--- src/hw/rv_front_config.svh ---
// RV32I front end configuration
`ifndef RV_FRONT_CONFIG_SVH
`define RV_FRONT_CONFIG_SVH

`define RV_XLEN     32              // Data and address width
`define RV_NREGS    32              // Architectural registers
`define RV_RESET_PC 32'h0000_0000   // First fetch address
`define RV_TAG_W    4               // Wrapping instruction tag

`endif

--- src/hw/rv_front_pkg.sv ---
// RV32I front end types
`include "rv_front_config.svh"

package rv_front_pkg;

    // Operation codes as seen by the decoder
    typedef enum logic [5:0] {
        NOP, LUI, ADD, SUB, SLTU, SLT, XOR, OR, AND, SLL, SRL, SRA,
        BEQ, BNE, BLT, BLTU, BGE, BGEU, JAL, JALR,
        LB, LBU, LH, LHU, LW, SB, SH, SW,
        INVALID
    } instr_op_e;

    typedef enum logic [2:0] {
        UNIT_ADDER, UNIT_LOGICAL, UNIT_SHIFTER, UNIT_BRANCH, UNIT_MEMORY, UNIT_BYPASS
    } exec_unit_e;

    typedef enum logic [2:0] {OP0, OP1, OP2, OP3, OP4, OP5, OP6, OP7} unit_op_e;

    typedef enum logic [2:0] {FMT_R, FMT_I, FMT_S, FMT_B, FMT_U, FMT_J} instr_fmt_e;

    typedef struct packed {
        logic                 valid;
        logic [`RV_XLEN-1:0]  pc;
        logic [`RV_XLEN-1:0]  npc;
        logic [`RV_XLEN-1:0]  instr;
        logic [`RV_TAG_W-1:0] tag;
    } fetch_rec_s;

    typedef struct packed {
        logic                 valid;
        logic [`RV_XLEN-1:0]  pc;
        logic [`RV_XLEN-1:0]  npc;
        logic [`RV_XLEN-1:0]  instr;     // Raw word, operand fetch slices it
        logic [`RV_TAG_W-1:0] tag;
        instr_fmt_e           fmt;
        exec_unit_e           unit;
        unit_op_e             unit_op;
        logic                 invalid;
    } decode_rec_s;

    typedef struct packed {
        logic                 valid;
        logic [`RV_XLEN-1:0]  pc;
        logic [`RV_XLEN-1:0]  npc;
        logic [`RV_TAG_W-1:0] tag;
        exec_unit_e           unit;
        unit_op_e             unit_op;
        instr_fmt_e           fmt;
        logic                 invalid;
        logic [4:0]           rd;
        logic [`RV_XLEN-1:0]  rs1_val;
        logic [`RV_XLEN-1:0]  rs2_val;
        logic [`RV_XLEN-1:0]  imm;       // Sign extended per format
    } dispatch_rec_s;

    typedef struct packed {
        logic                en;
        logic [4:0]          rd;
        logic [`RV_XLEN-1:0] data;
    } wb_req_s;

endpackage

--- src/hw/instr_decoder.sv ---
// Instruction decode stage
`timescale 1ns/1ps
`include "rv_front_config.svh"

module instr_decoder import rv_front_pkg::*; (
    input  logic        clk,
    input  logic        arst_n,
    input  logic        ce,
    input  logic        flush,
    input  fetch_rec_s  fetch,
    output decode_rec_s decode
);

    logic [`RV_XLEN-1:0] word;
    logic [6:0]          opcode;
    logic [2:0]          funct3;
    logic [6:0]          funct7;
    instr_op_e           op;
    exec_unit_e          unit;
    unit_op_e            unit_op;
    instr_fmt_e          fmt;
    decode_rec_s         decode_q;

    assign word   = fetch.instr;
    assign opcode = word[6:0];
    assign funct3 = word[14:12];
    assign funct7 = word[31:25];

    always_comb begin
        op = INVALID;
        if (word == 32'h0000_0000 || word == 32'h0000_0013) begin
            op = NOP;                   // Canonical NOP words win over ADDI
        end else begin
            case (opcode)
                7'b0110111: op = LUI;
                7'b0010111: op = ADD;   // AUIPC
                7'b1101111: op = JAL;
                7'b1100111: op = (funct3 == 3'b000) ? JALR : INVALID;
                7'b1100011: begin
                    case (funct3)
                        3'b000:  op = BEQ;
                        3'b001:  op = BNE;
                        3'b100:  op = BLT;
                        3'b101:  op = BGE;
                        3'b110:  op = BLTU;
                        3'b111:  op = BGEU;
                        default: op = INVALID;
                    endcase
                end
                7'b0000011: begin
                    case (funct3)
                        3'b000:  op = LB;
                        3'b001:  op = LH;
                        3'b010:  op = LW;
                        3'b100:  op = LBU;
                        3'b101:  op = LHU;
                        default: op = INVALID;
                    endcase
                end
                7'b0100011: begin
                    case (funct3)
                        3'b000:  op = SB;
                        3'b001:  op = SH;
                        3'b010:  op = SW;
                        default: op = INVALID;
                    endcase
                end
                7'b0010011: begin
                    case (funct3)
                        3'b000:  op = ADD;  // ADDI
                        3'b010:  op = SLT;
                        3'b011:  op = SLTU;
                        3'b100:  op = XOR;
                        3'b110:  op = OR;
                        3'b111:  op = AND;
                        3'b001:  op = (funct7 == 7'h00) ? SLL : INVALID;
                        default: begin
                            if (funct7 == 7'h00) op = SRL;
                            else if (funct7 == 7'h20) op = SRA;
                        end
                    endcase
                end
                7'b0110011: begin
                    case ({funct7, funct3})
                        {7'h00, 3'b000}: op = ADD;
                        {7'h20, 3'b000}: op = SUB;
                        {7'h00, 3'b001}: op = SLL;
                        {7'h00, 3'b010}: op = SLT;
                        {7'h00, 3'b011}: op = SLTU;
                        {7'h00, 3'b100}: op = XOR;
                        {7'h00, 3'b101}: op = SRL;
                        {7'h20, 3'b101}: op = SRA;
                        {7'h00, 3'b110}: op = OR;
                        {7'h00, 3'b111}: op = AND;
                        default:         op = INVALID;
                    endcase
                end
                default: op = INVALID;  // CSR, FENCE, ECALL land here too
            endcase
        end
    end

    always_comb begin
        case (op)
            ADD, SUB, SLTU, SLT:                       unit = UNIT_ADDER;
            XOR, OR, AND:                              unit = UNIT_LOGICAL;
            SLL, SRL, SRA:                             unit = UNIT_SHIFTER;
            BEQ, BNE, BLT, BLTU, BGE, BGEU, JAL, JALR: unit = UNIT_BRANCH;
            LB, LBU, LH, LHU, LW, SB, SH, SW:          unit = UNIT_MEMORY;
            default:                                   unit = UNIT_BYPASS;
        endcase
    end

    always_comb begin
        case (op)
            ADD, XOR, SLL, BEQ, LB:      unit_op = OP0;
            SUB, OR, SRL, BNE, LBU, LUI: unit_op = OP1;
            SLTU, AND, SRA, BLT, LH:     unit_op = OP2;
            SLT, BLTU, LHU:              unit_op = OP3;
            BGE, LW:                     unit_op = OP4;
            BGEU, SW:                    unit_op = OP5;
            JAL, SH:                     unit_op = OP6;
            JALR, SB:                    unit_op = OP7;
            default:                     unit_op = OP0;
        endcase
    end

    always_comb begin
        case (opcode)
            7'b0010011, 7'b1100111, 7'b0000011: fmt = FMT_I;
            7'b0100011:                         fmt = FMT_S;
            7'b1100011:                         fmt = FMT_B;
            7'b0110111, 7'b0010111:             fmt = FMT_U;
            7'b1101111:                         fmt = FMT_J;
            default:                            fmt = FMT_R;
        endcase
    end

    always_ff @(posedge clk or negedge arst_n) begin
        if (!arst_n) begin
            decode_q <= '0;
        end else if (ce) begin
            decode_q.valid   <= fetch.valid && !flush;  // Redirect kills it
            decode_q.pc      <= fetch.pc;
            decode_q.npc     <= fetch.npc;
            decode_q.instr   <= word;
            decode_q.tag     <= fetch.tag;
            decode_q.fmt     <= fmt;
            decode_q.unit    <= unit;
            decode_q.unit_op <= unit_op;
            decode_q.invalid <= (op == INVALID);
        end
    end

    assign decode = decode_q;

    // Back end relies on bypass to pass unknown words harmlessly
    a_invalid_bypass: assert property (@(posedge clk) disable iff (!arst_n)
        decode.invalid |-> decode.unit == UNIT_BYPASS && decode.unit_op == OP0)
        else $error("invalid record without bypass unit");

endmodule

--- src/hw/instr_fetch.sv ---
// Instruction fetch stage
`timescale 1ns/1ps
`include "rv_front_config.svh"

module instr_fetch import rv_front_pkg::*; (
    input  logic                clk,
    input  logic                arst_n,
    input  logic                ce,
    input  logic                redirect_valid,
    input  logic [`RV_XLEN-1:0] redirect_pc,
    output logic [`RV_XLEN-1:0] imem_addr,
    input  logic [`RV_XLEN-1:0] imem_data,
    output fetch_rec_s          fetch
);

    logic [`RV_XLEN-1:0]  pc;
    logic [`RV_XLEN-1:0]  pc_seq;
    logic [`RV_TAG_W-1:0] tag;
    fetch_rec_s           fetch_q;

    assign pc_seq    = pc + 'd4;       // Sequential successor
    assign imem_addr = pc;             // Memory answers in the same cycle

    always_ff @(posedge clk or negedge arst_n) begin
        if (!arst_n) begin
            pc      <= `RV_RESET_PC;
            tag     <= '0;
            fetch_q <= '0;
        end else if (ce) begin
            if (redirect_valid) begin
                pc            <= redirect_pc;
                fetch_q.valid <= 1'b0;  // Word at old PC is dropped
            end else begin
                pc            <= pc_seq;
                tag           <= tag + 1'b1;
                fetch_q.valid <= 1'b1;
                fetch_q.pc    <= pc;
                fetch_q.npc   <= pc_seq;
                fetch_q.instr <= imem_data;
                fetch_q.tag   <= tag;
            end
        end
    end

    assign fetch = fetch_q;

    a_pc_aligned: assert property (@(posedge clk) disable iff (!arst_n)
        imem_addr[1:0] == 2'b00)
        else $error("imem_addr not word aligned");

endmodule

--- src/hw/operand_fetch.sv ---
// Operand fetch stage
`timescale 1ns/1ps
`include "rv_front_config.svh"

module operand_fetch import rv_front_pkg::*; (
    input  logic          clk,
    input  logic          arst_n,
    input  logic          ce,
    input  decode_rec_s   decode,
    input  wb_req_s       wb,
    output dispatch_rec_s dispatch
);

    logic [`RV_XLEN-1:0] word;
    logic [4:0]          rs1_addr;
    logic [4:0]          rs2_addr;
    logic [4:0]          rd_addr;
    logic [`RV_XLEN-1:0] rs1_data;
    logic [`RV_XLEN-1:0] rs2_data;
    logic [`RV_XLEN-1:0] imm;
    dispatch_rec_s       dispatch_q;

    assign word     = decode.instr;
    assign rs1_addr = word[19:15];
    assign rs2_addr = word[24:20];
    assign rd_addr  = word[11:7];

    reg_file reg_file_inst (
        .clk      (clk),
        .arst_n   (arst_n),
        .wb       (wb),
        .rs1_addr (rs1_addr),
        .rs2_addr (rs2_addr),
        .rs1_data (rs1_data),
        .rs2_data (rs2_data)
    );

    // Immediate layout per format with bit 31 as the sign
    always_comb begin
        case (decode.fmt)
            FMT_I:   imm = {{20{word[31]}}, word[31:20]};
            FMT_S:   imm = {{20{word[31]}}, word[31:25], word[11:7]};
            FMT_B:   imm = {{19{word[31]}}, word[31], word[7], word[30:25], word[11:8], 1'b0};
            FMT_U:   imm = {word[31:12], 12'b0};
            FMT_J:   imm = {{11{word[31]}}, word[31], word[19:12], word[20], word[30:21], 1'b0};
            default: imm = '0;          // R format has none
        endcase
    end

    always_ff @(posedge clk or negedge arst_n) begin
        if (!arst_n) begin
            dispatch_q <= '0;
        end else if (ce) begin
            dispatch_q.valid   <= decode.valid;
            dispatch_q.pc      <= decode.pc;
            dispatch_q.npc     <= decode.npc;
            dispatch_q.tag     <= decode.tag;
            dispatch_q.unit    <= decode.unit;
            dispatch_q.unit_op <= decode.unit_op;
            dispatch_q.fmt     <= decode.fmt;
            dispatch_q.invalid <= decode.invalid;
            dispatch_q.rd      <= rd_addr;
            dispatch_q.rs1_val <= rs1_data;   // Sees writes from earlier edges
            dispatch_q.rs2_val <= rs2_data;
            dispatch_q.imm     <= imm;
        end
    end

    assign dispatch = dispatch_q;

endmodule

--- src/hw/reg_file.sv ---
// Integer register file
`timescale 1ns/1ps
`include "rv_front_config.svh"

module reg_file import rv_front_pkg::*; (
    input  logic                clk,
    input  logic                arst_n,
    input  wb_req_s             wb,
    input  logic [4:0]          rs1_addr,
    input  logic [4:0]          rs2_addr,
    output logic [`RV_XLEN-1:0] rs1_data,
    output logic [`RV_XLEN-1:0] rs2_data
);

    logic [`RV_XLEN-1:0] regs [`RV_NREGS];

    // x0 is cleared by reset and never written, so it reads zero
    always_ff @(posedge clk or negedge arst_n) begin
        if (!arst_n) begin
            for (int i = 0; i < `RV_NREGS; i++) begin
                regs[i] <= '0;
            end
        end else if (wb.en && wb.rd != 5'd0) begin
            regs[wb.rd] <= wb.data;     // Independent of stage enable
        end
    end

    assign rs1_data = regs[rs1_addr];   // Asynchronous reads
    assign rs2_data = regs[rs2_addr];

endmodule

--- src/hw/rv_front_top.sv ---
// RV32I front end top level
`timescale 1ns/1ps
`include "rv_front_config.svh"

module rv_front_top import rv_front_pkg::*; (
    input  logic                clk,
    input  logic                arst_n,
    input  logic                ce,
    input  logic                redirect_valid,
    input  logic [`RV_XLEN-1:0] redirect_pc,
    output logic [`RV_XLEN-1:0] imem_addr,
    input  logic [`RV_XLEN-1:0] imem_data,
    input  wb_req_s             wb,
    output dispatch_rec_s       dispatch
);

    fetch_rec_s  fetch_rec;
    decode_rec_s decode_rec;

    instr_fetch instr_fetch_inst (
        .clk            (clk),
        .arst_n         (arst_n),
        .ce             (ce),
        .redirect_valid (redirect_valid),
        .redirect_pc    (redirect_pc),
        .imem_addr      (imem_addr),
        .imem_data      (imem_data),
        .fetch          (fetch_rec)
    );

    instr_decoder instr_decoder_inst (
        .clk    (clk),
        .arst_n (arst_n),
        .ce     (ce),
        .flush  (redirect_valid),   // Kills the word leaving fetch
        .fetch  (fetch_rec),
        .decode (decode_rec)
    );

    operand_fetch operand_fetch_inst (
        .clk      (clk),
        .arst_n   (arst_n),
        .ce       (ce),
        .decode   (decode_rec),
        .wb       (wb),
        .dispatch (dispatch)
    );

endmodule

--- config.mk ---
export PLATFORM = sky130hd
export DESIGN_NAME = rv_front_top
export DESIGN_NICKNAME = d
export VERILOG_FILES = /design/src/hw/rv_front_pkg.sv /design/src/hw/instr_decoder.sv /design/src/hw/instr_fetch.sv /design/src/hw/operand_fetch.sv /design/src/hw/reg_file.sv /design/src/hw/rv_front_top.sv
export VERILOG_INCLUDE_DIRS = /design/src /design/src/hw
export SDC_FILE = /design/constraint.sdc
export NUM_CORES = 2
export LEC_CHECK = 0
export BUFFER_PORTS_ARGS = -buffer_cell sky130_fd_sc_hd__buf_2
export CAP_MARGIN = 20
export CORE_UTILIZATION = 40
export DETAILED_ROUTE_END_ITERATION = 8
export SLEW_MARGIN = 5
export SYNTH_ARGS = -nofsm -noshare
export SYNTH_HDL_FRONTEND = slang
export SYNTH_SLANG_ARGS = --single-unit
--- constraint.sdc ---
create_clock -name clk -period 2.95 [get_ports clk]
set_clock_uncertainty 0.1 [all_clocks]
set_input_delay 0.4425 -clock clk [delete_from_list [all_inputs] [get_ports clk]]
set_output_delay 0.4425 -clock clk [all_outputs]
set_load 0.02 [all_outputs]
# Word-level counts from Yosys, hierarchy flattened
# Memory sizes are Yosys's and may differ from the RTL's. A register that Yosys moved wholly into a read port is not among the register bits.
# Cells that the tools add are included.
# word_totals
regBits	1446
mem_bits_ro	192
output_inout_bits	212
elab_cells	142
mem_count	2
# memory_table
name	words	width	rd	rd_clocked_by_memory_dff	write_ports	line_no	source
(name not given)	32	3	1	1	0	instr_decoder.sv:115	case (op)
(name not given)	32	3	1	1	0	instr_decoder.sv:104	case (op)
# op_classes
add_sub_neg	2
order_cmp	4
n_eq_ne	33
muxes	24
bitwise	4
n_reduce_logical	15
# op_table
op	n
1024-bit bitwise mux	1
32-bit binary-select mux with 5-bit select	2
32-bit two-way mux	6
32-bit demux with 5-bit select	1
32-bit one-hot mux with 5 select lines	1
6-bit one-hot mux with 9 select lines	1
5-bit one-hot mux with 10 select lines	1
6-bit one-hot mux with 7 select lines	1
10-bit by 3-bit == test with 1-bit output, second input constant	4
32-bit by 3-bit adder with 32-bit output, second input constant	1
32-bit by 5-bit == test with 1-bit output, second input constant	1
32-bit zero test	1
5-bit one-hot mux with 6 select lines	1
7-bit by 6-bit == test with 1-bit output, second input constant	4
7-bit == test, second input constant	3
10-bit by 2-bit == test with 1-bit output, second input constant	2
10-bit by 9-bit == test with 1-bit output, second input constant	2
4-bit one-hot mux with 5 select lines	1
3-bit == test, second input constant	6
6-bit >= comparator, second input constant	3
5-bit inverter with 6-bit output	3
3-bit one-hot mux with 5 select lines	1
7-bit by 5-bit == test with 1-bit output, second input constant	2
3-bit by 2-bit == test with 1-bit output, second input constant	4
22 further kinds	29

# Logic depth before layout (Yosys ltp)
# logic_depth
ltp_word	7
ltp_mapped	12
depth_no_buf	10

# Cells and area by module
# From an unflattened synthesis, not the netlist that was laid out.
# hier_totals
cells_unflattened	6144
hier_area_um2	74361.3
# by_module_without_submodules
mod	instances	cells_each	area_each_um2	seq_area_each_um2
reg_file	1	4601	55942.4	25624.6
operand_fetch	1	467	7025.5	4504.3
instr_fetch	1	684	6208.5	3378.2
instr_decoder	1	392	5185.0	2777.7

# Least setup slack after synthesis
# OpenSTA, ideal clock, no wires.
# synth_path
kind	reg-to-reg
start	register instr_fetch_inst.fetch_q, in the netlist instr_fetch_inst.fetch[16]
end	register, netlist name instr_decoder_inst.decode[2]
setup_time_ns	0.099
arrival_ns	2.437
t_required_ns	2.751
setup_slack_ns	0.314
path_stages_with_launch	11
cell_sequence	dfrtp_1 -> buf_2 -> nor3_2 -> nand4_2 -> or4_4 -> o41ai_1 -> ha_1 -> inv_1 -> nor4_1 -> mux2i_1 -> a311oi_1
# synth_between
elab_chain_cells	4
word_cells_on_any_way	29
classes_between	eq/ne (17); mux (8); reduce/logical (4)
# synth_rtl
element	line_no	source
start, declared	instr_fetch.sv:19	fetch_rec_s fetch_q;
10-bit by 3-bit == test with 1-bit output (tied with other cells)	instr_decoder.sv:84	case ({funct7, funct3})
5-bit one-hot mux with 10 select lines (tied with other cells)	instr_decoder.sv:84	
6-bit one-hot mux with 9 select lines	instr_decoder.sv:34	case (opcode)
6-bit two-way mux (*)	instr_decoder.sv:31	if (word == 32'h0000_0000 || word == 32'h0000_0013) begin
# Mark *: on every way between the ends. The rest lies on a longest branch, timed or not.
# A chain may end at the register's enable or synchronous reset.

# Worst setup path in the final report
# layout_path
start	register instr_fetch_inst.pc[2] (netlist: instr_fetch_inst.imem_addr[2])
end	register instr_fetch_inst.pc[28] (netlist: instr_fetch_inst.imem_addr[28])
# layout_between
elab_chain_cells	2
# layout_rtl
element	line_no	source
start, declared	instr_fetch.sv:16	logic [`RV_XLEN-1:0] pc;
start signal, assigned	instr_fetch.sv:26	pc <= `RV_RESET_PC;
start signal, assigned	instr_fetch.sv:31	pc <= redirect_pc;
start signal, assigned	instr_fetch.sv:34	pc <= pc_seq;
32-bit by 3-bit adder with 32-bit output	instr_fetch.sv:21	assign pc_seq = pc + 'd4;
32-bit two-way mux	instr_fetch.sv:30	if (redirect_valid) begin
# No other way between the ends.

==> results.ini <==
[run_status]
run_status = completed

[timing]
tns_ns = 0
slew_headroom = 0.2936
slew_viol_final = 0
rsz0062_at_grt = false
holdWs_ns = 0.09662
fin_crit_ns = 2.787
hold_viol = 0
tightestPinTransition_ns = 1.060
finalSetupViolCount = 0
period_share = 0.9447
fmax_mhz = 358.8

[worst_hold_path]
hold_path_class = in2async

[floorplanning]
ioPinCount = 318
die_height_um = 423.3
initial_core_util = 0.4031
die_area_mm2 = 0.1791
core_mm2 = 0.1761
die_x_um = 423.3
rows = 154

[logic_synthesis]
ys_top_cells_by_count = dfrtp_1 (1439), mux2_2 (1161), mux4_2 (640)
synth-async-reset-ratio = 1.000
synth-xor-area-share = 0.003948
synth_most_common_cell = dfrtp_1
ys.flop_type = dfrtp_1
ys_warn_count = 0
synth_top_area_frac = 0.5073
syn_nets = 4813
postSynthAreaPerCell_um2 = 15.11
synth_cells = 4698
synth_edf_count = 0
synth-seq-cells = 1439
netlist_area_mm2 = 0.07098
synth_simple_gate_area_frac = 0.03286
seq_area_frac_synth = 0.5073
ys_types = 76
synthTopCellsByArea = dfrtp_1 (51%), mux4_2 (20%), mux2_2 (18%)
synth_compound_area_frac = 0.02663
synth_top_family_by_area = multiplexers
synth.mux.area_fraction = 0.3979
yosys.area_share.adder = 0.001727
yosys.area.top_type = dfrtp_1

[worst_setup_path]
critPathKind = reg2reg
r2r-end = instr_fetch_inst.imem_addr[28]
r2r_slack_ns = 0.16
worst_setup_path_start_kind = register
r2r_start = instr_fetch_inst.imem_addr[2]
crit_end = instr_fetch_inst.imem_addr[28]
cp.required_ns = 3.52
crit_path_max_fanout = 5
crit_arrival_ns = 3.36
rr_worst_depth = 9
endpoint_kind = register
crit_start = instr_fetch_inst.imem_addr[2]

[place]
dp_hpwl_um = 125500
gp_congestion = 0.8615
placed_area_mm2 = 0.07666
io_buffers = 317

[cts]
path_clk_slew_ns = 0.06
cts_made_buffers = 155
cts_tree = built
h-tree-depth = 4
insertion_delay_ns = 0.80
clockBufferDepth = 3
ctsRootBufferMaster = clkbuf_16
cts_num_sinks = 1439

[global_route]
grt_max_degree = 119
track_usage = 0.2291
gr-total-overflow = 0
grt_pass1_wl_um = 306200
antenna_found_initial = 23
grt_pass1_vias = 45470

[cells_and_area]
fillers = 15240
finalNetCount = 5103
fin_area_mm2 = 0.08246
drive_gt1_frac = 0.5235
area_delta_synth_final_pct = 16.17

[detailed_routing]
drtIter0Drc = 3383
final_antenna_net_count = 0
vias = 43500
drc = 0
wl_per_cell_um = 27.24
via_per_inst = 5.832
drt_pass1_iterations = 5
wl_um = 203200

[pwr]
p_per_area_mw_per_mm2 = 747.5
p_leak_uw = 0.03587
vdd_drop_max_v = 0.0006835

[job]
maxCapViolCount = 0

-- cells by family after synthesis --
group	after synthesis
compound gates	300
flops	1439
xor+xnor	32
mux	1876
simple gates	522
buf+inv	519
fa+ha+maj	10
-- what timing repair did --
action                                 4_1_cts  5_1_grt
gates resized for setup                      0        4
setup buffers                                0        0
hold buffers                                68        0
setup endpoints to repair                    0        3
endpoints found under the hold margin      611        0
-- critical path, stage by stage (launching register included) --
cell and delay, ns:
dfrtp_1 0.44, ha_1 0.27, nand4_1 0.22, nor4_2 0.26, and3_1 0.22, and3_1 0.21, nand2_1 0.10, o22ai_1 0.18
a21oi_1 0.09, dlygate4sd3_1 0.57
-- worst min path at each step --
| stage | endpoint | slack (ns) |
|---|---|---|
| floorplan | instr_decoder_inst.decode[0] | 0.05 |
| global placement | operand_fetch_inst.reg_file_inst.regs[998] | 0.28 |
| detailed placement | operand_fetch_inst.reg_file_inst.regs[1010] | 0.28 |
| CTS | instr_fetch_inst.imem_addr[22] | 0.04 |
| global route | operand_fetch_inst.dispatch[150] | 0.09 |
| finish | operand_fetch_inst.dispatch[150] | 0.1 |
-- per-stage QoR --
| step | total power (uW) | utilization | worst slack (ns) | instances |
|---|---|---|---|---|
| 6_report | 61640 | 0.4682 | 0.1631 | 7458 |
| 5_1_grt | 64510 | 0.4681 | 0.01040 | 7453 |
| 4_1_cts | 62240 | 0.4679 | 0.05684 | 7446 |
| 3_5_place_dp | 42490 | 0.4353 | 0.2205 | 7103 |
| 3_3_place_gp | 42050 | 0.4353 | 0.03195 | 7103 |
| 2_1_floorplan | 37100 | - | 0.3135 | 4698 |
-- cells in the final DEF, fill, tap and decap left out, types with 26 or more instances in the layout --
master,Yosys,routed
clkbuf_16,0,157
clkbuf_1,315,31
nand2_1,268,256
dfrtp_1,1439,1429
buf_2,71,315
clkbuf_8,2,37
dlygate4sd3_1,0,68
mux4_2,640,640
mux2_2,1161,1161
a21oi_1,103,103
nor2_1,130,117
buf_12,0,87
clkinv_2,0,29
mux2i_1,68,68
o21ai_0,75,73
o2bb2ai_1,26,26
buf_4,4,156
-- state kept, by name, summed over array words and instances (netlist names) --
register and flops:
operand_fetch_inst.dispatch 178, instr_decoder_inst.decode 102, operand_fetch_inst.reg_file_inst.regs 1024, instr_fetch_inst.tag 4
instr_fetch_inst.fetch 99, instr_fetch_inst.imem_addr 32
-- per-layer routing --
layer / up-vias / GRT usage / part of all wire
li1: 18350 / - / -
met1: 23470 / 0.3128 / 0.43
met2: 1291 / 0.3644 / 0.48
met3: 360 / 0.04745 / 0.059
met4: 20 / 0.07744 / 0.033
met5: - / 0 / 0.00064
-- power by group --
group | total, uW | internal (uW) | switching (uW)
Combinational | 15500 | 8830 | 6650
Sequential | 26700 | 23600 | 3090
Clock | 19500 | 11200 | 8300
Total | 61600 | 43600 | 18000
-- layout make-up --
| type | count | area (um2) | area share |
|---|---|---|---|
| antenna | 12 | 30.03 | 0.0003642 |
| clock buffer | 225 | 4554 | 0.05523 |
| clock inverter | 50 | 513.0 | 0.006221 |
| inverter | 25 | 93.84 | 0.001138 |
| multi-input combinational | 2740 | 33110 | 0.4015 |
| sequential | 1439 | 36050 | 0.4372 |
| tap | 2340 | 2928 | 0.03551 |
| timing repair buffer | 627 | 5185 | 0.06288 |
Note: power is estimated with default switching activity, not from simulation.
